===== src/hw/icache_cfg_pkg.sv =====
// Instruction cache geometry
// Direct mapped, 16 lines of 16 words, 32-bit byte addresses
// Address layout is tag [31:10], line index [9:6], word index [5:2]
package icache_cfg_pkg;

	localparam int num_lines      = 16;
	localparam int words_per_line = 16;

	localparam int word_lsb = 2;  // Byte offset bits below the word index
	localparam int line_lsb = 6;
	localparam int tag_lsb  = 10;

	typedef logic [31:0] addr_t;
	typedef logic [31:0] word_t;
	typedef logic [21:0] tag_t;
	typedef logic [3:0]  line_idx_t;
	typedef logic [3:0]  word_idx_t;

	function automatic tag_t addr_tag(addr_t a);
		return a[tag_lsb +: $bits(tag_t)];
	endfunction

	function automatic line_idx_t addr_line(addr_t a);
		return a[line_lsb +: $bits(line_idx_t)];
	endfunction

	function automatic word_idx_t addr_word(addr_t a);
		return a[word_lsb +: $bits(word_idx_t)];
	endfunction

endpackage


===== src/hw/icache_bus_pkg.sv =====
// Instruction cache bus types
// AXI4-Lite read channel payloads and the core fetch port payloads
package icache_bus_pkg;

	// Unprivileged secure instruction access
	localparam logic [2:0] arprot_insn = 3'b100;

	typedef enum logic [1:0] {
		okay   = 2'b00,
		exokay = 2'b01,
		slverr = 2'b10,
		decerr = 2'b11
	} axi_resp_e;

	typedef struct packed {
		icache_cfg_pkg::addr_t araddr;
		logic [2:0]            arprot;
	} axi_ar_t;

	typedef struct packed {
		icache_cfg_pkg::word_t rdata;
		axi_resp_e             rresp;
	} axi_r_t;

	typedef struct packed {
		icache_cfg_pkg::addr_t addr;
	} fetch_req_t;

	typedef struct packed {
		icache_cfg_pkg::word_t data;
		logic                  err;
	} fetch_rsp_t;

endpackage


===== src/hw/icache_fetch_port.sv =====
// Instruction cache fetch port
// Takes one fetch at a time, looks it up in the line store one cycle
// after acceptance, starts a line fill on a miss and answers with a
// one-cycle response pulse
`timescale 1ns/100ps

module icache_fetch_port (
	input  logic                       clk,
	input  logic                       arst_n,
	input  logic                       req_valid,
	output logic                       req_ready,
	input  icache_bus_pkg::fetch_req_t req,
	output logic                       rsp_valid,
	output icache_bus_pkg::fetch_rsp_t rsp,
	output icache_cfg_pkg::addr_t      lookup_addr,
	input  logic                       hit,
	input  icache_cfg_pkg::word_t      hit_data,
	output logic                       fill_start,
	output icache_cfg_pkg::addr_t      fill_addr,
	input  logic                       fill_done,
	input  logic                       fill_err
);

	typedef enum logic [1:0] {st_idle, st_lookup, st_fill_wait, st_respond} state_t;

	state_t                     state_q;
	state_t                     state_d;
	logic                       ready_q;
	icache_cfg_pkg::addr_t      addr_q;
	icache_bus_pkg::fetch_rsp_t rsp_q;

	always_comb begin
		state_d = state_q;
		case (state_q)
			st_idle:      if (req_valid && ready_q) state_d = st_lookup;
			st_lookup:    state_d = hit ? st_respond : st_fill_wait;
			st_fill_wait: if (fill_done) state_d = fill_err ? st_respond : st_lookup;  // Error skips relookup
			st_respond:   state_d = st_idle;
			default:      state_d = st_idle;
		endcase
	end

	always_ff @(posedge clk or negedge arst_n) begin
		if (!arst_n) begin
			state_q <= st_idle;
			ready_q <= 1'b0;  // Low through reset, up one cycle later
		end else begin
			state_q <= state_d;
			ready_q <= (state_d == st_idle);
		end
	end

	always_ff @(posedge clk) begin
		if (state_q == st_idle && req_valid && ready_q)
			addr_q <= req.addr;
		if (state_q == st_lookup && hit)
			rsp_q <= '{data: hit_data, err: 1'b0};
		else if (state_q == st_fill_wait && fill_done && fill_err)
			rsp_q <= '{data: '0, err: 1'b1};
	end

	assign req_ready   = ready_q;
	assign lookup_addr = addr_q;
	assign fill_start  = (state_q == st_lookup) && !hit;
	assign fill_addr   = addr_q;
	assign rsp_valid   = (state_q == st_respond);
	assign rsp         = rsp_q;

endmodule


===== config.mk =====
export PLATFORM = sky130hd
export DESIGN_NAME = icache_fetch_port
export DESIGN_NICKNAME = d
export VERILOG_FILES = /design/src/hw/icache_cfg_pkg.sv /design/src/hw/icache_bus_pkg.sv /design/src/hw/icache_fetch_port.sv
export SDC_FILE = /design/constraint.sdc
export NUM_CORES = 1
export LEC_CHECK = 0
export ABC_AREA = 1
export BUFFER_PORTS_ARGS = -buffer_cell sky130_fd_sc_hd__buf_2
export CAP_MARGIN = 20
export CORE_UTILIZATION = 42
export CTS_BUF_LIST = sky130_fd_sc_hd__clkbuf_16
export DETAILED_ROUTE_END_ITERATION = 8
export GPL_ROUTABILITY_DRIVEN = 0
export HOLD_SLACK_MARGIN = 0.12
export PLACE_DENSITY = 0.77
export SLEW_MARGIN = 0
export SYNTH_ARGS = -nofsm -noshare
export SYNTH_HDL_FRONTEND = slang
export SYNTH_SLANG_ARGS = --single-unit
export TNS_END_PERCENT = 1

===== constraint.sdc =====
create_clock -name clk -period 2.2 [get_ports clk]
set_input_delay 0 -clock clk [delete_from_list [all_inputs] [get_ports clk]]
set_output_delay 0 -clock clk [all_outputs]
set_load 0.05 [all_outputs]

Yosys cells after proc, flatten, opt, wreduce, memory -nomap -nowiden
Index checks and enable logic that the tools add are counted.
{"block": "totals", "reg_bits": 68, "latch_bits": 0, "mem_bits_rw": 0, "romBits": 0, "in_bits": 70, "out_inout_bits": 100, "word_cells": 26, "mem_count": 0}
{"block": "op_classes", "n_addsub": 0, "multipliers": 0, "n_div": 0, "order_cmp": 0, "eq_ne": 3, "shifts": 0, "muxes": 7, "bitwise": 0, "reduce_logical": 11}
{"cell": "$mux W33", "n": 2}
{"cell": "$pmux W2 S4", "n": 1}
{"cell": "$logic_and A1 B1 Y1", "n": 7}
{"cell": "$mux W2", "n": 3}
{"cell": "$eq A2 B2 Y1 const B", "n": 2}
{"cell": "$logic_not A2 Y1", "n": 2}
{"cell": "$eq A2 B1 Y1 const B", "n": 1}
{"cell": "$reduce_bool A2 Y1", "n": 1}
{"cell": "$logic_not A1 Y1", "n": 1}
{"cell": "$mux W1", "n": 1}

Depth between registers and ports, before layout
{"block": "logic_depth", "ltp_word": 5, "ltp_mapped": 5, "ltp_nobuf": 5}

Least setup slack after synthesis
No wires, ideal clock.
{"block": "synth_path", "path_type": "register to register", "from": "reg state_q[1]", "to": "reg rsp_q (netlist bit rsp[10]), enable pin", "setup_time_ns": 0.389, "t_arrival_ns": 1.508, "t_required_ns": 1.811, "path_slack_ns": 0.303, "stages_incl_launch_ff": 5, "n_path_buf": 1, "synth_period_minus_slack_ns": 1.897, "cell_sequence": "dfrtp_1 inv_1 nand3_4 buf_6 nand2_1"}
{"block": "synth_via", "elab_chain_cells": 4, "elab_cells_between_ends": 6, "cone_classes": "2 x eq/ne; 4 x reduce/logical"}
{"element": "start, declared", "line_no": "icache_fetch_port.sv:26", "text": "state_t state_q;"}
{"element": "start signal, assigned", "line_no": "icache_fetch_port.sv:45", "text": "state_q <= st_idle;"}
{"element": "start signal, assigned", "line_no": "icache_fetch_port.sv:48", "text": "state_q <= state_d;"}
{"element": "$eq A2 B2 Y1", "line_no": "icache_fetch_port.sv:58", "text": "else if (state_q == st_fill_wait && fill_done && fill_err)"}
{"element": "$logic_and A1 B1 Y1 (2 in a row)", "line_no": "icache_fetch_port.sv:58"}
{"element": "$reduce_bool A2 Y1 (no line) (*)"}
{"element": "end signal, assigned", "line_no": "icache_fetch_port.sv:57", "text": "rsp_q <= '{data: hit_data, err: 1'b0};"}
{"element": "end signal, assigned", "line_no": "icache_fetch_port.sv:59", "text": "rsp_q <= '{data: '0, err: 1'b1};"}
{"element": "end, declared", "line_no": "icache_fetch_port.sv:30", "text": "icache_bus_pkg::fetch_rsp_t rsp_q;"}
Mark *: on every way between the ends. The rest lies on a longest branch, timed or not.
A chain may end at the register's enable or synchronous reset.

Final worst setup path
{"block": "layout_path", "from": "reg state_q[0]", "to": "reg rsp_q (netlist bit rsp[30]), enable pin"}
Same word-level chain as after synthesis.

==> summary.md <==
| Metric | Value |
|---|---|
| P per Cell Area | `roughly 1200 nW/um^2` |
| Clock Sinks | `68` |
| Vias in the first global route | `2175` |
| Overflow after GRT | `0` |
| Critical path class | `reg -> reg` |
| Register Area | `2020 sq um` |
| Final hold vios | `0` |
| Share of layout cells above drive strength 1 | `51.9%` |
| Total Routing Usage GR | `20.8%` |
| First-pass GRT wire length | `roughly 10000 microns` |
| Die Ht | `82.4 microns` |
| Final worst path period need | `1500 ps` |
| Top-count cell post-synth | `edfxtp_1` |
| Max FO, Critical Path | `27` |
| ANT cells | `0` |
| Flop-to-flop setup slack | `700 ps` |
| Measured slew at the worst slew-check pin | `509 ps` |
| CP required | `2220 ps` |
| Distinct cell type count after synthesis | `13` |
| TritonCTS clock tree | `yes` |
| Syn nets | `about 260` |
| Slowest CP cell | `dfrtp_1` |
| Number of flops mapped to enable cells by yosys | `between 60 and 70` |
| Mean Syn Cell Area | `14.2 sq um` |
| WL per Instance | `around 14 microns` |
| Fillers | `418` |
| Setup TNS | `0 ps` |
| Area growth, synth to finish | `63.8%` |
| R2R Path Start | `state_q[0]$_DFF_PN0_` |
| Die width | `just over 80 microns` |
| Worst Hold Class | `in -> reg` |
| Clk Latency, worst-skew pair | `310 ps` |
| Via count | `2134` |
| Max Freq | `0.666 GHz` |
| Die area | `6790 sq um` |
| Synth top cells by count | `edfxtp_1 (64), inv_1 (39), buf_4 (32)` |
| Post-DP HPWL | `4180 microns` |
| FF+latch count, synth | `around 70` |
| Largest cells by area after synthesis | `edfxtp_1 (71%), buf_4 (8.8%), nor2_2 (6.7%)` |
| Max clock buf depth | `2` |
| VDD IR max | `0.000766 V` |
| Largest net degree at the start of global routing | `35` |
| Root Buffer | `clkbuf_16` |
| Ys async rst share | `under 10%` |
| Htree depth | `3` |
| Clock transition at path regs | `50 ps` |
| Seq/Total Area, Yosys | `74.3%` |
| Maxcap violations | `0` |
| Final Skew | `3.90 ps` |
| Leading area contributor after synthesis | `edfxtp_1` |
| Worst hold margin | `301 ps` |
| Worst-path cell chain | `inv_1, nand4_1, nand2_1, buf_12` |
| Io pins | `between 150 and 200` |
| Starting Density | `44.6%` |
| Static leakage | `0.00209 uW` |
| Max_slew headroom | `approximately two thirds` |
| Area of the multi-input gates | `roughly 280 sq um` |
| ANT nets after route | `0` |
| TritonCTS Buffers | `9` |
| Post-CTS Resized | `0` |
| Worst Path Arrival | `roughly 1500 ps` |
| Critical path launch point type | `flip-flop` |
| Status | `finished clean` |
| Iter 0 DRT Violations | `58` |
| DRC viols | `0` |
| CORE AREA | `6100 sq um` |
| Drt pass-1 iters | `4` |
| Core Rows | `28` |
| Final-report setup violation count | `0` |
| Syn. warnings | `0` |
| Initial antenna violation count | `0` |
| Area share of the largest cell type after synthesis | `70.8%` |
| Worst setup path startpoint | `state_q[0]$_DFF_PN0_` |
| Top_reg_cell synth | `edfxtp_1` |
| PortBufs | `between 150 and 200` |
| Crit end category | `flip-flop` |
| Period utilization | `68.3%` |
| Final WL | `6670 microns` |
| RSZ-0062 raised after global routing | `false` |
| Vias per inst | `4.36` |
| Synth Cell Area | `around 2700 sq um` |
| Critical path's largest stage delay | `450 ps` |
| Nets | `479` |
| Largest delay share family, worst path | `flip-flops` |
| Final slew viol count | `0` |
| Post-Syn Instances | `between 150 and 200` |
| WP buf/inv | `2` |
| Hold Crit Start | `hit` |
worst reg2reg max path, delay by kind of cell, from the launching register on:
kind                   cells  cell delay [ps]
DFF                        1              450
and+or+nand+nor            2              400
buffers and inverters      2              360
placed cells by master, fill, tap and decap left out:
master / n
a21boi_0: 1
buf_4: 2
clkinv_1: 2
inv_1: 40
edfxtp_1: 64
clkbuf_16: 9
dfrtp_1: 3
buf_2: 169
dfxtp_1: 1
nand3_4: 1
nor2_2: 29
bufinv_16: 3
nor2_1: 7
clkinv_2: 1
nand2_1: 8
buf_12: 1
nand4_1: 1
dlygate4sd3_1: 70
nand3_1: 2
layer usage:
layer | vias to the layer above | global-route usage (%) | part of all wire, %
li1 | 1017 | - | -
met1 | 983 | 19.9 | 33
met2 | 118 | 38.4 | 57
met3 | 16 | 7.25 | 8.0
met4 | 0 | 11.4 | 2.6
met5 | - | 0 | 0
power by group:
group          internal [uW]  switching, uW
Combinational            437           1630
Clock                   1090            481
Sequential              1780            116
cell type report:
type,instances,share of cell area [%]
inverter,39,3.29
clock buffer,9,5.06
multi-input combinational,49,6.27
clock inverter,7,2.39
timing repair buffer,242,35.5
sequential,68,45.3
tap,75,2.11
metrics by stage:
step	util, %	area (sq um)	setup WS [ps]	instances	total power (uW)
floorplan	-	2720	303	191	3530
CTS	73.0	4450	727	489	5560
global route	73.0	4450	586	489	5780
finish	73.0	4450	698	489	5530
global placement	56.1	3420	810	403	3850
detailed placement	56.1	3420	742	403	3890
kinds of logic (layout without fill, tap and decap cells):
| group | count (synthesis) | count (layout) | share of synthesized area, % |
|---|---|---|---|
| buf+inv | 74 | 297 | 15.5 |
| flops | 68 | 68 | 74.3 |
| simple gates | 48 | 48 | 10.0 |
| compound gates | 1 | 1 | 0.276 |
registers in the layout, summed over array words and instances, names as in the netlist:
register,count
rsp,33
fill_addr,32
state_q,2
req_ready,1
final timing paths:
check | depth (start not counted) | end
max | 4 | rsp[30]$_DFFE_PP_
min | 3 | rsp[27]$_DFFE_PP_
max reg2reg | 4 | rsp[30]$_DFFE_PP_
min reg2reg | 2 | rsp[0]$_SDFFE_PP0P_
max in group asynchronous | 3 | state_q[0]$_DFF_PN0_
min in group asynchronous | 3 | req_ready$_DFF_PN0_
what timing repair did:
action                                  in CTS  in global routing
hold buffers                                70                  0
buffers inserted                             0                  0
endpoints found under the setup margin       0                  0
endpoints found under the hold margin       71                  0
Power figures use the tool's default switching activity.
