## src/hw/icache_cfg_pkg.sv

```systemverilog
// Instruction cache geometry
// Direct mapped, 16 lines of 16 words, 32-bit byte addresses
// Address layout is tag [31:10], line index [9:6], word index [5:2]
package icache_cfg_pkg;

	localparam int num_lines      = 16;
	localparam int words_per_line = 16;

	localparam int word_lsb = 2;  // Byte offset bits below the word index
	localparam int line_lsb = 6;
	localparam int tag_lsb  = 10;

	typedef logic [31:0] addr_t;
	typedef logic [31:0] word_t;
	typedef logic [21:0] tag_t;
	typedef logic [3:0]  line_idx_t;
	typedef logic [3:0]  word_idx_t;

	function automatic tag_t addr_tag(addr_t a);
		return a[tag_lsb +: $bits(tag_t)];
	endfunction

	function automatic line_idx_t addr_line(addr_t a);
		return a[line_lsb +: $bits(line_idx_t)];
	endfunction

	function automatic word_idx_t addr_word(addr_t a);
		return a[word_lsb +: $bits(word_idx_t)];
	endfunction

endpackage

```

## src/hw/icache_bus_pkg.sv

```systemverilog
// Instruction cache bus types
// AXI4-Lite read channel payloads and the core fetch port payloads
package icache_bus_pkg;

	// Unprivileged secure instruction access
	localparam logic [2:0] arprot_insn = 3'b100;

	typedef enum logic [1:0] {
		okay   = 2'b00,
		exokay = 2'b01,
		slverr = 2'b10,
		decerr = 2'b11
	} axi_resp_e;

	typedef struct packed {
		icache_cfg_pkg::addr_t araddr;
		logic [2:0]            arprot;
	} axi_ar_t;

	typedef struct packed {
		icache_cfg_pkg::word_t rdata;
		axi_resp_e             rresp;
	} axi_r_t;

	typedef struct packed {
		icache_cfg_pkg::addr_t addr;
	} fetch_req_t;

	typedef struct packed {
		icache_cfg_pkg::word_t data;
		logic                  err;
	} fetch_rsp_t;

endpackage

```

## src/hw/icache_fill_ctrl.sv

```systemverilog
// Instruction cache fill controller
// AXI4-Lite read master that fetches a whole line, word 0 first,
// with one AR in flight at a time. Each beat is written to the line
// store; the tag and valid bit are set only if no beat returned an error
`timescale 1ns/100ps

module icache_fill_ctrl (
	input  logic                      clk,
	input  logic                      arst_n,
	input  logic                      fill_start,
	input  icache_cfg_pkg::addr_t     fill_addr,
	output logic                      fill_done,
	output logic                      fill_err,
	output logic                      inval,
	output logic                      wr_en,
	output icache_cfg_pkg::line_idx_t wr_line,
	output icache_cfg_pkg::word_idx_t wr_word,
	output icache_cfg_pkg::word_t     wr_data,
	output logic                      tag_wr,
	output icache_cfg_pkg::tag_t      tag_val,
	output logic                      arvalid,
	input  logic                      arready,
	output icache_bus_pkg::axi_ar_t   ar,
	input  logic                      rvalid,
	output logic                      rready,
	input  icache_bus_pkg::axi_r_t    r
);

	typedef enum logic [1:0] {st_idle, st_addr, st_data, st_done} state_t;

	localparam icache_cfg_pkg::word_idx_t last_word =
		icache_cfg_pkg::word_idx_t'(icache_cfg_pkg::words_per_line - 1);

	state_t                    state_q;
	icache_cfg_pkg::word_idx_t cnt_q;
	logic                      err_q;
	logic                      inval_q;
	icache_cfg_pkg::tag_t      tag_q;
	icache_cfg_pkg::line_idx_t line_q;

	logic beat;
	logic beat_err;
	logic last_beat;

	assign beat      = (state_q == st_data) && rvalid;
	assign beat_err  = (r.rresp == icache_bus_pkg::slverr) || (r.rresp == icache_bus_pkg::decerr);
	assign last_beat = beat && (cnt_q == last_word);

	always_ff @(posedge clk or negedge arst_n) begin
		if (!arst_n) begin
			state_q <= st_idle;
			cnt_q   <= '0;
			err_q   <= 1'b0;
			inval_q <= 1'b0;
		end else begin
			inval_q <= 1'b0;
			case (state_q)
				st_idle: begin
					if (fill_start) begin
						state_q <= st_addr;
						cnt_q   <= '0;
						err_q   <= 1'b0;
						inval_q <= 1'b1;  // Drop the old line before any beat lands
					end
				end
				st_addr: if (arready) state_q <= st_data;
				st_data: begin
					if (rvalid) begin
						err_q   <= err_q | beat_err;  // Keep going after an error
						cnt_q   <= cnt_q + 1'b1;
						state_q <= last_beat ? st_done : st_addr;
					end
				end
				st_done: state_q <= st_idle;
				default: state_q <= st_idle;
			endcase
		end
	end

	always_ff @(posedge clk) begin
		if (state_q == st_idle && fill_start) begin
			tag_q  <= icache_cfg_pkg::addr_tag(fill_addr);
			line_q <= icache_cfg_pkg::addr_line(fill_addr);
		end
	end

	assign arvalid   = (state_q == st_addr);
	assign ar.araddr = {tag_q, line_q, cnt_q, 2'b00};  // Line base plus word offset
	assign ar.arprot = icache_bus_pkg::arprot_insn;
	assign rready    = (state_q == st_data);

	assign inval   = inval_q;
	assign wr_en   = beat;
	assign wr_line = line_q;
	assign wr_word = cnt_q;
	assign wr_data = r.rdata;
	assign tag_wr  = last_beat && !(err_q | beat_err);
	assign tag_val = tag_q;

	assign fill_done = (state_q == st_done);
	assign fill_err  = err_q;

endmodule

```

## config.mk

```make
export PLATFORM = sky130hd
export DESIGN_NAME = icache_fill_ctrl
export DESIGN_NICKNAME = d
export VERILOG_FILES = /design/src/hw/icache_cfg_pkg.sv /design/src/hw/icache_bus_pkg.sv /design/src/hw/icache_fill_ctrl.sv
export SDC_FILE = /design/constraint.sdc
export NUM_CORES = 1
export LEC_CHECK = 0
export ABC_AREA = 1
export BUFFER_PORTS_ARGS = -buffer_cell sky130_fd_sc_hd__buf_2
export CAP_MARGIN = 20
export CORE_UTILIZATION = 39
export CTS_BUF_LIST = sky130_fd_sc_hd__clkbuf_8
export CTS_CLUSTER_SIZE = 12
export DETAILED_ROUTE_END_ITERATION = 8
export GPL_TIMING_DRIVEN = 0
export PLACE_DENSITY = 0.87
export SLEW_MARGIN = 10
export SYNTH_ARGS = -nofsm -noshare
export SYNTH_HDL_FRONTEND = slang
export SYNTH_SLANG_ARGS = --single-unit
export TNS_END_PERCENT = 50
```

## constraint.sdc

```tcl
create_clock -name clk -period 4.5 [get_ports clk]
set_input_delay 0.675 -clock clk [delete_from_list [all_inputs] [get_ports clk]]
set_output_delay 0.675 -clock clk [all_outputs]
set_load 0.005 [all_outputs]
```

## After elaboration in Yosys (flattened, before gate mapping)

Index checks and enable logic that the tools add are counted.

- Bits in registers: 34
- Logic and storage cells: 40
- Output and inout port bits: 104
- Input bits: 71

- Muxes and demuxes: 13
- Reduce and logical (&&, ||, !) cells: 10
- Eq/ne operators: 9
- Bitwise operators: 1
- Add/subtract/negate cells: 1

Operators by type and width:

| cell | number |
|---|---|
| $eq A2 B2 Y1 const B | 4 |
| $mux W2 | 4 |
| $mux W4 | 2 |
| $pmux W2 S4 | 1 |
| $pmux W4 S2 | 1 |
| $reduce_and A3 Y1 | 2 |
| $add A4 B1 Y4 const B | 1 |
| $eq A4 B4 Y1 const B | 1 |
| $logic_and A1 B1 Y1 | 4 |
| $mux W1 | 4 |
| $ne A2 B2 Y1 const B | 2 |
| $eq A2 B1 Y1 const B | 1 |
| $logic_not A2 Y1 | 1 |
| $ne A2 B1 Y1 const B | 1 |
| $pmux W1 S2 | 1 |
| $reduce_bool A2 Y1 | 1 |
| $logic_not A1 Y1 | 1 |
| $logic_or A1 B1 Y1 | 1 |
| $or A1 B1 Y1 | 1 |

## Logic depth before layout (Yosys ltp)

Gate-level depths: netlist (run 1).

- Word-level depth: 6
- Depth in mapped cells: 6
- Depth with buffers taken out: 6

## Worst setup path after synthesis (run 1)

No wires, ideal clock.

- Path kind: input to output
- From: in r[1] (netlist bit)
- To: out tag_wr
- Arrival: 1131 ps
- Slack: 2694 ps
- Cell stages on the path: 2
- Path buffers: 0
- Required time: 3825 ps
- Path through: or2_2 -> nor3_1

- Word-level cells in the longest chain between the ends: 5
- Elaborated cells on any way between the ends: 6
- Those cells by class: eq/ne (2); bitwise (1); reduce/logical (3)

Ends and longest elaborated chain:

| item | RTL line | text |
|---|---|---|
| start: declaration | icache_fill_ctrl.sv:26 | `input icache_bus_pkg::axi_r_t r` |
| $eq A2 B2 Y1 | icache_fill_ctrl.sv:46 | `assign beat_err = (r.rresp == icache_bus_pkg::slverr) \|\| (r.rresp == icache_bus_pkg::decerr);` |
| $logic_or A1 B1 Y1 * | icache_fill_ctrl.sv:46 |  |
| $or A1 B1 Y1 * | icache_fill_ctrl.sv:97 | `assign tag_wr = last_beat && !(err_q \| beat_err);` |
| $logic_not A1 Y1 * | icache_fill_ctrl.sv:97 |  |
| $logic_and A1 B1 Y1 * | icache_fill_ctrl.sv:97 |  |
| end: declaration | icache_fill_ctrl.sv:19 | `output logic tag_wr,` |

Mark *: on every way between the ends. The rest lies on a longest branch, timed or not.

## Worst setup path after layout (run 1)

- From: reg cnt_q[0], in the netlist wr_word[0]
- To: out tag_wr

- Word-level cells in the longest chain between the ends: 3

Ends and longest elaborated chain:

| item | RTL line | text |
|---|---|---|
| start: declaration | icache_fill_ctrl.sv:35 | `icache_cfg_pkg::word_idx_t cnt_q;` |
| start signal: assignment | icache_fill_ctrl.sv:70 | `cnt_q <= cnt_q + 1'b1;` |
| $eq A4 B4 Y1 | icache_fill_ctrl.sv:47 | `assign last_beat = beat && (cnt_q == last_word);` |
| $logic_and A1 B1 Y1 | icache_fill_ctrl.sv:47 |  |
| $logic_and A1 B1 Y1 | icache_fill_ctrl.sv:97 |  |

No other way between the ends.

==> run_results.csv, run 1 <==
group,metric,value,unit
place,dpl.cell_count,332,
yosys,synth_cells,149,
yosys,syn_area_per_cell,11.6,um^2
hold_path,worstHoldPathType,"in2async",
detailed_routing,drt_first_pass_iters,4,
floorplanning,die_h,68.5,um
yosys,ys_warn_count,0,
yosys,synthFlopType,"edfxtp_1",
place,port_buffers,130,
setup_path,r2r_setup_slack,3000,ps
finish,antennaDiodeCount,0,
detailed_routing,antenna_left,0,
yosys,async_flop_share,23.5,%
setup_path,critPathArrivalTime,1390,ps
clock_tree,h-tree-depth,2,
finish,area_delta_synth_final,48.5,%
clock_tree,postCtsSetupRepairBufs,0,
flow_run,cap_violations,0,
yosys,ys_types,19,
floorplanning,die-area,4700,um^2
pwr,power.density,408,nW/um^2
setup_path,r2r-start,"state_q[1]",
place,hpwl,3210,um
timing,max_freq,0.484,GHz
timing,rsz0062_at_grt,"false",
timing,fin_worst_skew,2.59,ps
pwr,p_total,1.04,mW
timing,finalHoldViolations,0,
detailed_routing,finalWirelength,3840,um
clock_tree,clock-sinks,34,
global_routing,overflow,0,
global_routing,track_usage,15.0,%
setup_path,crit_path_end,"tag_wr",
detailed_routing,avgViaCountPerCell,4.13,
yosys,ys_seq_elements,34,
yosys,yosysSeqAreaShare,56.8,%
detailed_routing,drc,0,
clock_tree,path_clk_slew,70,ps
finish,final_util,62.3,%
detailed_routing,avgRoutedWirePerCell,11.3,um
timing,final.min_clock_period,2070,ps
clock_tree,cts_buffers,5,
setup_path,reg2reg_to,"tag_val[16]",
floorplanning,core_area,4120,um^2
setup_path,crit_path_end_kind,"primary output",
global_routing,grt_max_degree,28,
setup_path,worstPathRequired,3830,ps
clock_tree,cts_buffer_depth,2,
setup_path,cp_max_fo,6,
pwr,vdd_drop_max,0.213,mV
detailed_routing,drtIter0Drc,32,
place,post_dp_cell_area,2450,um^2
timing,maxSlewViolCount,0,
timing,finalSetupViolCount,0,
finish,design_area,2560,um^2
clock_tree,cts_resized,0,
timing,fin_crit_sh,45.9,%
yosys,synth-edff-count,26,
clock_tree,clock_latency,270,ps
detailed_routing,vias,1410,
global_routing,grt_pass1_wl,5000,um
finish,nNetsFinal,362,
clock_tree,cts_tree,"yes",
pwr,leakage,1.44,nW
clock_tree,postCtsHoldBufs,0,
run_status,status,"finished clean",
global_routing,grt_pass1_vias,1152,
setup_path,criticalPathCategory,"reg2out",
finish,final_cells,341,
setup_path,reg2reg_depth,4,
yosys,synth_area,1730,um^2
floorplanning,io-pin-count,175,
floorplanning,die_w,68.5,um
setup_path,worst_setup_path_start_kind,"register",
place,gp_congestion,0.742,
clock_tree,root_buffer,"clkbuf_8",
finish,drive_gt1_share,72.5,%
floorplanning,placementRows,23,
setup_path,startpoint,"wr_word[0]",
global_routing,antenna_found_initial,0,
timing,fin_setup_tns,0,ps
floorplanning,start_util,42.0,%
==> critical path: stages (launching register included) <==
cell and delay (ps):
dfrtp_1 430, ha_1 210, nand3_1 120, nor3_1 210, buf_2 140
==> through the flow <==
stage          setup slack (ps)  hold slack, ps
5_1_grt                    2340             230
3_3_place_gp               2460             513
2_1_floorplan              2690             379
6_report                   2430             231
3_5_place_dp               2420             519
4_1_cts                    2410             232
==> registers in the layout, summed over array words and instances, names as in the netlist <==
name	count
fill_err	1
inval	1
state_q	2
tag_val	22
wr_line	4
wr_word	4
==> area by class of cell <==
class | count | area (um^2)
sequential | 34 | 981
inverter | 9 | 33.8
multi-input combinational | 42 | 220
timing repair buffer | 131 | 678
clock buffer | 5 | 68.8
clock inverter | 3 | 16.3
tap | 50 | 62.6
buffer | 67 | 503
fill | 366 | 1550
==> logic make-up (layout without fill, tap and decap cells) <==
logic type	Yosys count	after routing	share of synthesized area, %
other	2	5	0.435
and+or+nand+nor	32	32	9.57
xor gates and xnor gates	1	1	0.507
buffers and inverters	76	215	31.1
AOI/OAI and AO/OA	3	3	0.869
adders and majority gates	1	1	0.725
DFF	34	34	56.8
==> cell usage in the layout, fill, tap and decap left out, types with 2 or more instances in the layout <==
cell and n:
buf_2 130, buf_4 67, edfxtp_1 26, nand2_1 11, inv_1 9, nand3_1 8
dfrtp_1 8, nor2_1 5, conb_1 5, clkbuf_8 5, nor2_2 2, o21ai_0 2
==> cells in the mapped netlist (2+ instances only) <==
cell | n | area [um^2]
buf_4 | 67 | 503
nor2_1 | 5 | 18.8
edfxtp_1 | 26 | 781
inv_1 | 9 | 33.8
dfrtp_1 | 8 | 200
nand3_1 | 8 | 40.0
nor2_2 | 2 | 12.5
conb_1 | 2 | 7.51
nand2_1 | 11 | 41.3
o21ai_0 | 2 | 10.0
==> power by group <==
group | switching [mW] | internal [mW] | total [mW] | leakage, nW
clock network | 0.104 | 0.106 | 0.209 | 0.0416
logic | 0.163 | 0.207 | 0.370 | 1.04
registers | 0.0463 | 0.419 | 0.466 | 0.350
total | 0.313 | 0.732 | 1.04 | 1.44
==> worst min path at each step <==
stage / start / to / cells after the start
floorplan: arst_n / fill_err / 0
global placement: fill_err / fill_err / 2
detailed placement: fill_err / fill_err / 2
CTS: arst_n / wr_word[0] / 1
global route: arst_n / wr_word[1] / 1
finish: arst_n / state_q[0] / 1
==> per-layer routing <==
layer  vias to the layer above  wire length, um  track usage (%)
met4                         0                8             3.91
met1                       643             1260             14.1
met2                        76             2200             29.7
li1                        689                -                -
met3                         2              370             5.59
met5                         -                0                0
(Power assumes the default switching activity.)
==> inputs of run 2 (changes only) <==
Settings changed: CORE_UTILIZATION 39 to 33, PLACE_DENSITY 0.87 to 0.78.
Clock period 4.5 ns to 1.9 ns, I/O delays scaled along.
==> run_results.csv, run 2 (same netlist as run 1, synthesis figures left out) <==
group,metric,value,unit
run_status,status,"finished clean",
timing,finalHoldViolations,0,
timing,fin_setup_tns,0,ps
detailed_routing,antenna_left,0,
finish,design_area,2570,um^2
finish,area_delta_synth_final,48.6,%
finish,nNetsFinal,362,
detailed_routing,avgRoutedWirePerCell,10.4,um
place,hpwl,3040,um
setup_path,slowest_delay,440,ps
pwr,p_int,1.70,mW
pwr,switchingPower,0.712,mW
finish,drive_gt1_share,71.8,%
clock_tree,root_buffer,"clkbuf_8",
setup_path,critPathArrivalTime,1380,ps
setup_path,cp_num_buf_inv,1,
setup_path,cp_max_fo,6,
floorplanning,start_util,35.4,%
floorplanning,io-pin-count,175,
global_routing,grt_pass1_vias,1141,
timing,max_freq,0.602,GHz
global_routing,overflow,0,
timing,tightest_slew,572,ps
pwr,p_sw_share,29.5,%
setup_path,r2r-start,"state_q[1]",
setup_path,reg2reg_depth,3,
hold_path,hold_depth,1,
finish,mostFrequentLayoutCells,"buf_2, buf_4, edfxtp_1, nand2_1",
finish,antennaDiodeCount,0,
timing,maxSlewViolCount,0,
timing,slew_headroom,61.8,%
detailed_routing,avgViaCountPerCell,3.94,
place,post_dp_cell_area,2470,um^2
flow_run,cap_violations,0,
global_routing,grt_pass1_wl,4860,um
detailed_routing,vias,1412,
finish,multiInputGateArea,220,um^2
timing,final.min_clock_period,1660,ps
clock_tree,h-tree-depth,2,
finish,final_common_cell,"buf_2",
global_routing,antenna_found_initial,0,
setup_path,crit_chain,"ha_1, nand3_1, nor3_1, buf_2",
setup_path,crit_path_end_kind,"primary output",
detailed_routing,finalWirelength,3710,um
clock_tree,clock-sinks,34,
pwr,seqPwrFrac,45.7,%
pwr,pwr-share-comb,34.6,%
finish,n_fill_cell,438,
finish,register_area,981,um^2
floorplanning,die_w,74.3,um
place,gp_congestion,0.760,
pwr,power_frac_clock,19.7,%
clock_tree,cts_buffers,5,
clock_tree,clock_latency,280,ps
hold_path,worstHoldPathType,"in2reg",
hold_path,hold_path_end,"tag_val[1]",
pwr,vdd_drop_max,0.506,mV
pwr,leakage,1.42,nW
global_routing,grt_max_degree,28,
setup_path,reg2reg_to,"tag_val[19]",
setup_path,worst_setup_path_start_kind,"register",
pwr,power.density,939,nW/um^2
timing,rsz0062_at_grt,"false",
place,port_buffers,130,
floorplanning,placementRows,25,
clock_tree,cts_tree,"yes",
detailed_routing,drtIter0Drc,26,
clock_tree,postCtsSetupRepairBufs,0,
timing,fin_worst_skew,4.99,ps
clock_tree,cts_buffer_depth,2,
finish,largest_reg_flops,22,
setup_path,r2r_setup_slack,320,ps
timing,fin_crit_sh,87.5,%
setup_path,worstPathRequired,1620,ps
setup_path,critPathTopFamily,"flip-flops",
detailed_routing,drc,0,
hold_path,hp-start,"fill_addr[11]",
timing,finalSetupViolCount,0,
global_routing,track_usage,11.7,%
floorplanning,core_area,4880,um^2
setup_path,crit_slowest_cell,"dfrtp_1",
clock_tree,path_clk_slew,60,ps
floorplanning,die_h,74.3,um
setup_path,criticalPathCategory,"reg2out",
floorplanning,die-area,5530,um^2
detailed_routing,drt_first_pass_iters,4,
-- run 2: cell types whose count changed in the layout (fill, tap and decap cells not counted), sizes merged --
| cell | previous run | this run |
|---|---|---|
| buf | 198 | 197 |
| clkinv | 2 | 3 |
| dlygate4sd3 | 0 | 1 |
| inv | 9 | 8 |
-- run 2: cell type report --
| class | instances | area share (%) |
|---|---|---|
| Buffer | 67 | 19.6 |
| Inverter | 9 | 1.46 |
| Tap cell | 67 | 3.27 |
| Clock inverter | 3 | 0.439 |
| Clock buffer | 5 | 2.68 |
| Timing Repair Buffer | 131 | 25.7 |
| Multi-Input combinational cell | 42 | 8.58 |
| Sequential cell | 34 | 38.2 |
-- run 2: power groups by stage --
stage	combinational, mW	sequential, mW	clock [mW]
final	0.834	1.10	0.475
after global routing	0.931	1.12	0.527
after CTS	0.840	1.11	0.499
after detailed placement	0.837	1.12	0
after global placement	0.824	1.11	0
after floorplan	0.449	1.12	0
-- run 2: worst max path at each step --
| stage | from | endpoint | slack [ps] | depth (start not counted) |
|---|---|---|---|---|
| global route | wr_word[0] | tag_wr | 110 | 4 |
| floorplan | state_q[1] | tag_val[0] | 310 | 3 |
| global placement | state_q[1] | tag_val[14] | 40 | 3 |
| CTS | state_q[1] | tag_val[3] | 0.5 | 3 |
| detailed placement | state_q[1] | tag_val[2] | 4 | 3 |
| finish | wr_word[0] | tag_wr | 240 | 4 |
-- run 2: layer usage --
| layer | track usage (%) | up-vias | wire length (um) |
|---|---|---|---|
| li1 | - | 689 | - |
| met1 | 11.1 | 634 | 1230 |
| met2 | 23.2 | 83 | 2090 |
| met3 | 4.47 | 6 | 355 |
| met4 | 3.14 | 0 | 29 |
| met5 | 0 | - | 0 |
-- run 2: worst reg2reg max path, stage by stage, from the launching register on --
cell and delay (ps):
dfrtp_1 460, nor2_2 80, nand2_4 110, clkinvlp_4 480
-- run 2: metrics by stage --
step	util (%)	total power, mW	setup WS [ps]	hold WS [ps]	cells
finish	52.6	2.41	238	181	358
global route	52.6	2.58	112	164	358
CTS	52.5	2.44	0.499	167	358
detailed placement	50.7	1.96	4.24	139	349
global placement	50.7	1.93	43.1	137	349
floorplan	-	1.57	310	-10.6	152
-- run 2: repair_timing --
action                                  CTS  global route
endpoints found under the setup margin    0            26
resized for setup                         0             1
hold buffers                              1             0
endpoints found under the hold margin     8             0
==> inputs of run 3 (changes only) <==
Settings changed: CORE_UTILIZATION 33 to 39, PLACE_DENSITY 0.78 to 0.87.
Clock period 1.9 ns to 2.15 ns, I/O delays scaled along.
==> run_results.csv, run 3 (same netlist as run 1, synthesis figures left out) <==
group,metric,value,unit
global_routing,track_usage,15.0,%
global_routing,grt_pass1_vias,1152,
clock_tree,clock-sinks,34,
finish,final_common_cell,"buf_2",
setup_path,r2r_setup_slack,650,ps
finish,nNetsFinal,363,
timing,fin_crit_sh,79.8,%
setup_path,crit_path_end_kind,"primary output",
hold_path,worstHoldPathType,"in2reg",
finish,drive_gt1_share,72.3,%
detailed_routing,avgRoutedWirePerCell,11.2,um
finish,design_area,2570,um^2
timing,rsz0062_at_grt,"false",
pwr,p_total,2.19,mW
floorplanning,die_h,68.5,um
timing,maxSlewViolCount,0,
pwr,leakage,1.44,nW
pwr,power.density,850,nW/um^2
finish,antennaDiodeCount,0,
run_status,status,"finished clean",
clock_tree,root_buffer,"clkbuf_8",
floorplanning,placementRows,23,
finish,largest_reg_flops,22,
floorplanning,die_w,68.5,um
timing,finalHoldViolations,0,
detailed_routing,vias,1414,
detailed_routing,antenna_left,0,
clock_tree,cts_resized,0,
timing,final.min_clock_period,1710,ps
clock_tree,cts_buffers,5,
global_routing,overflow,0,
global_routing,grt_max_degree,28,
clock_tree,path_clk_slew,70,ps
clock_tree,cts_buffer_depth,2,
floorplanning,core_area,4120,um^2
place,gp_congestion,0.742,
flow_run,cap_violations,0,
timing,max_freq,0.583,GHz
clock_tree,clock_latency,270,ps
finish,area_delta_synth_final,49.1,%
detailed_routing,drtIter0Drc,32,
timing,fin_setup_tns,0,ps
floorplanning,io-pin-count,175,
finish,mostFrequentLayoutCells,"buf_2, buf_4, edfxtp_1, nand2_1, inv_1",
pwr,vdd_drop_max,0.445,mV
timing,finalSetupViolCount,0,
detailed_routing,finalWirelength,3840,um
clock_tree,cts_tree,"yes",
setup_path,critPathArrivalTime,1390,ps
floorplanning,start_util,42.0,%
place,hpwl,3210,um
global_routing,grt_pass1_wl,5000,um
setup_path,cp_max_fo,6,
setup_path,worst_setup_path_start_kind,"register",
detailed_routing,drc,0,
detailed_routing,drt_first_pass_iters,4,
floorplanning,die-area,4700,um^2
global_routing,antenna_found_initial,0,
detailed_routing,avgViaCountPerCell,4.13,
place,port_buffers,130,
timing,fin_worst_skew,2.59,ps
setup_path,criticalPathCategory,"reg2out",
place,post_dp_cell_area,2450,um^2
clock_tree,h-tree-depth,2,
setup_path,worstPathRequired,1830,ps
## run 3: cell types whose count changed in the layout (fill, tap and decap cells not counted), sizes merged
cell and delta:
inv +1, clkinv -1, buf +1
## run 3: cell type report
type | instances | area [um^2]
clock inverters | 3 | 16.3
well taps | 50 | 62.6
inverters | 9 | 33.8
multi-input cells | 42 | 220
flip-flops and latches | 34 | 981
repair buffers | 132 | 688
fillers | 365 | 1540
clock buffers | 5 | 68.8
plain buffers | 67 | 503
## run 3: final timing paths
check                           depth (start not counted)     endpoint           from
worst max-delay path                                    4       tag_wr     wr_word[0]
worst min-delay path                                    1   tag_val[5]  fill_addr[15]
worst max register to register                          4  tag_val[16]     state_q[1]
worst min register to register                          2     fill_err       fill_err
max in group asynchronous                               2        inval         arst_n
min in group asynchronous                               2   state_q[0]         arst_n
## run 3: metrics by stage
stage | setup slack [ps] | util, % | hold slack [ps] | instances
2_1_floorplan | 560 | - | 26.9 | 152
3_3_place_gp | 288 | 59.6 | 176 | 332
3_5_place_dp | 223 | 59.6 | 182 | 332
4_1_cts | 216 | 61.9 | 205 | 341
5_1_grt | 346 | 62.5 | 200 | 342
6_report | 435 | 62.5 | 217 | 342
## run 3: worst max-delay path: stages (launching register included)
cell and delay (ps):
dfrtp_1 430, ha_1 210, nand3_1 120, nor3_1 210
buf_2 140
## run 3: repair_timing
| action | 4_1_cts | 5_1_grt |
|---|---|---|
| hold buffers | 1 | 0 |
| hold endpoints to repair | 8 | 0 |
| buffers inserted | 0 | 0 |
## run 3: power by group
| group | switching (mW) | leakage [nW] | internal, mW |
|---|---|---|---|
| sequential | 0.0970 | 0.350 | 0.878 |
| combinational | 0.341 | 1.05 | 0.434 |
| clock | 0.217 | 0.0416 | 0.221 |
## run 3: layer usage
layer,share of wire (%),global-route usage (%),vias up,routed length (um)
li1,-,-,691,-
met1,33,14.1,645,1270
met2,57,29.7,76,2200
met3,9.6,5.59,2,368
met4,0.21,3.91,0,8
met5,0,0,-,0
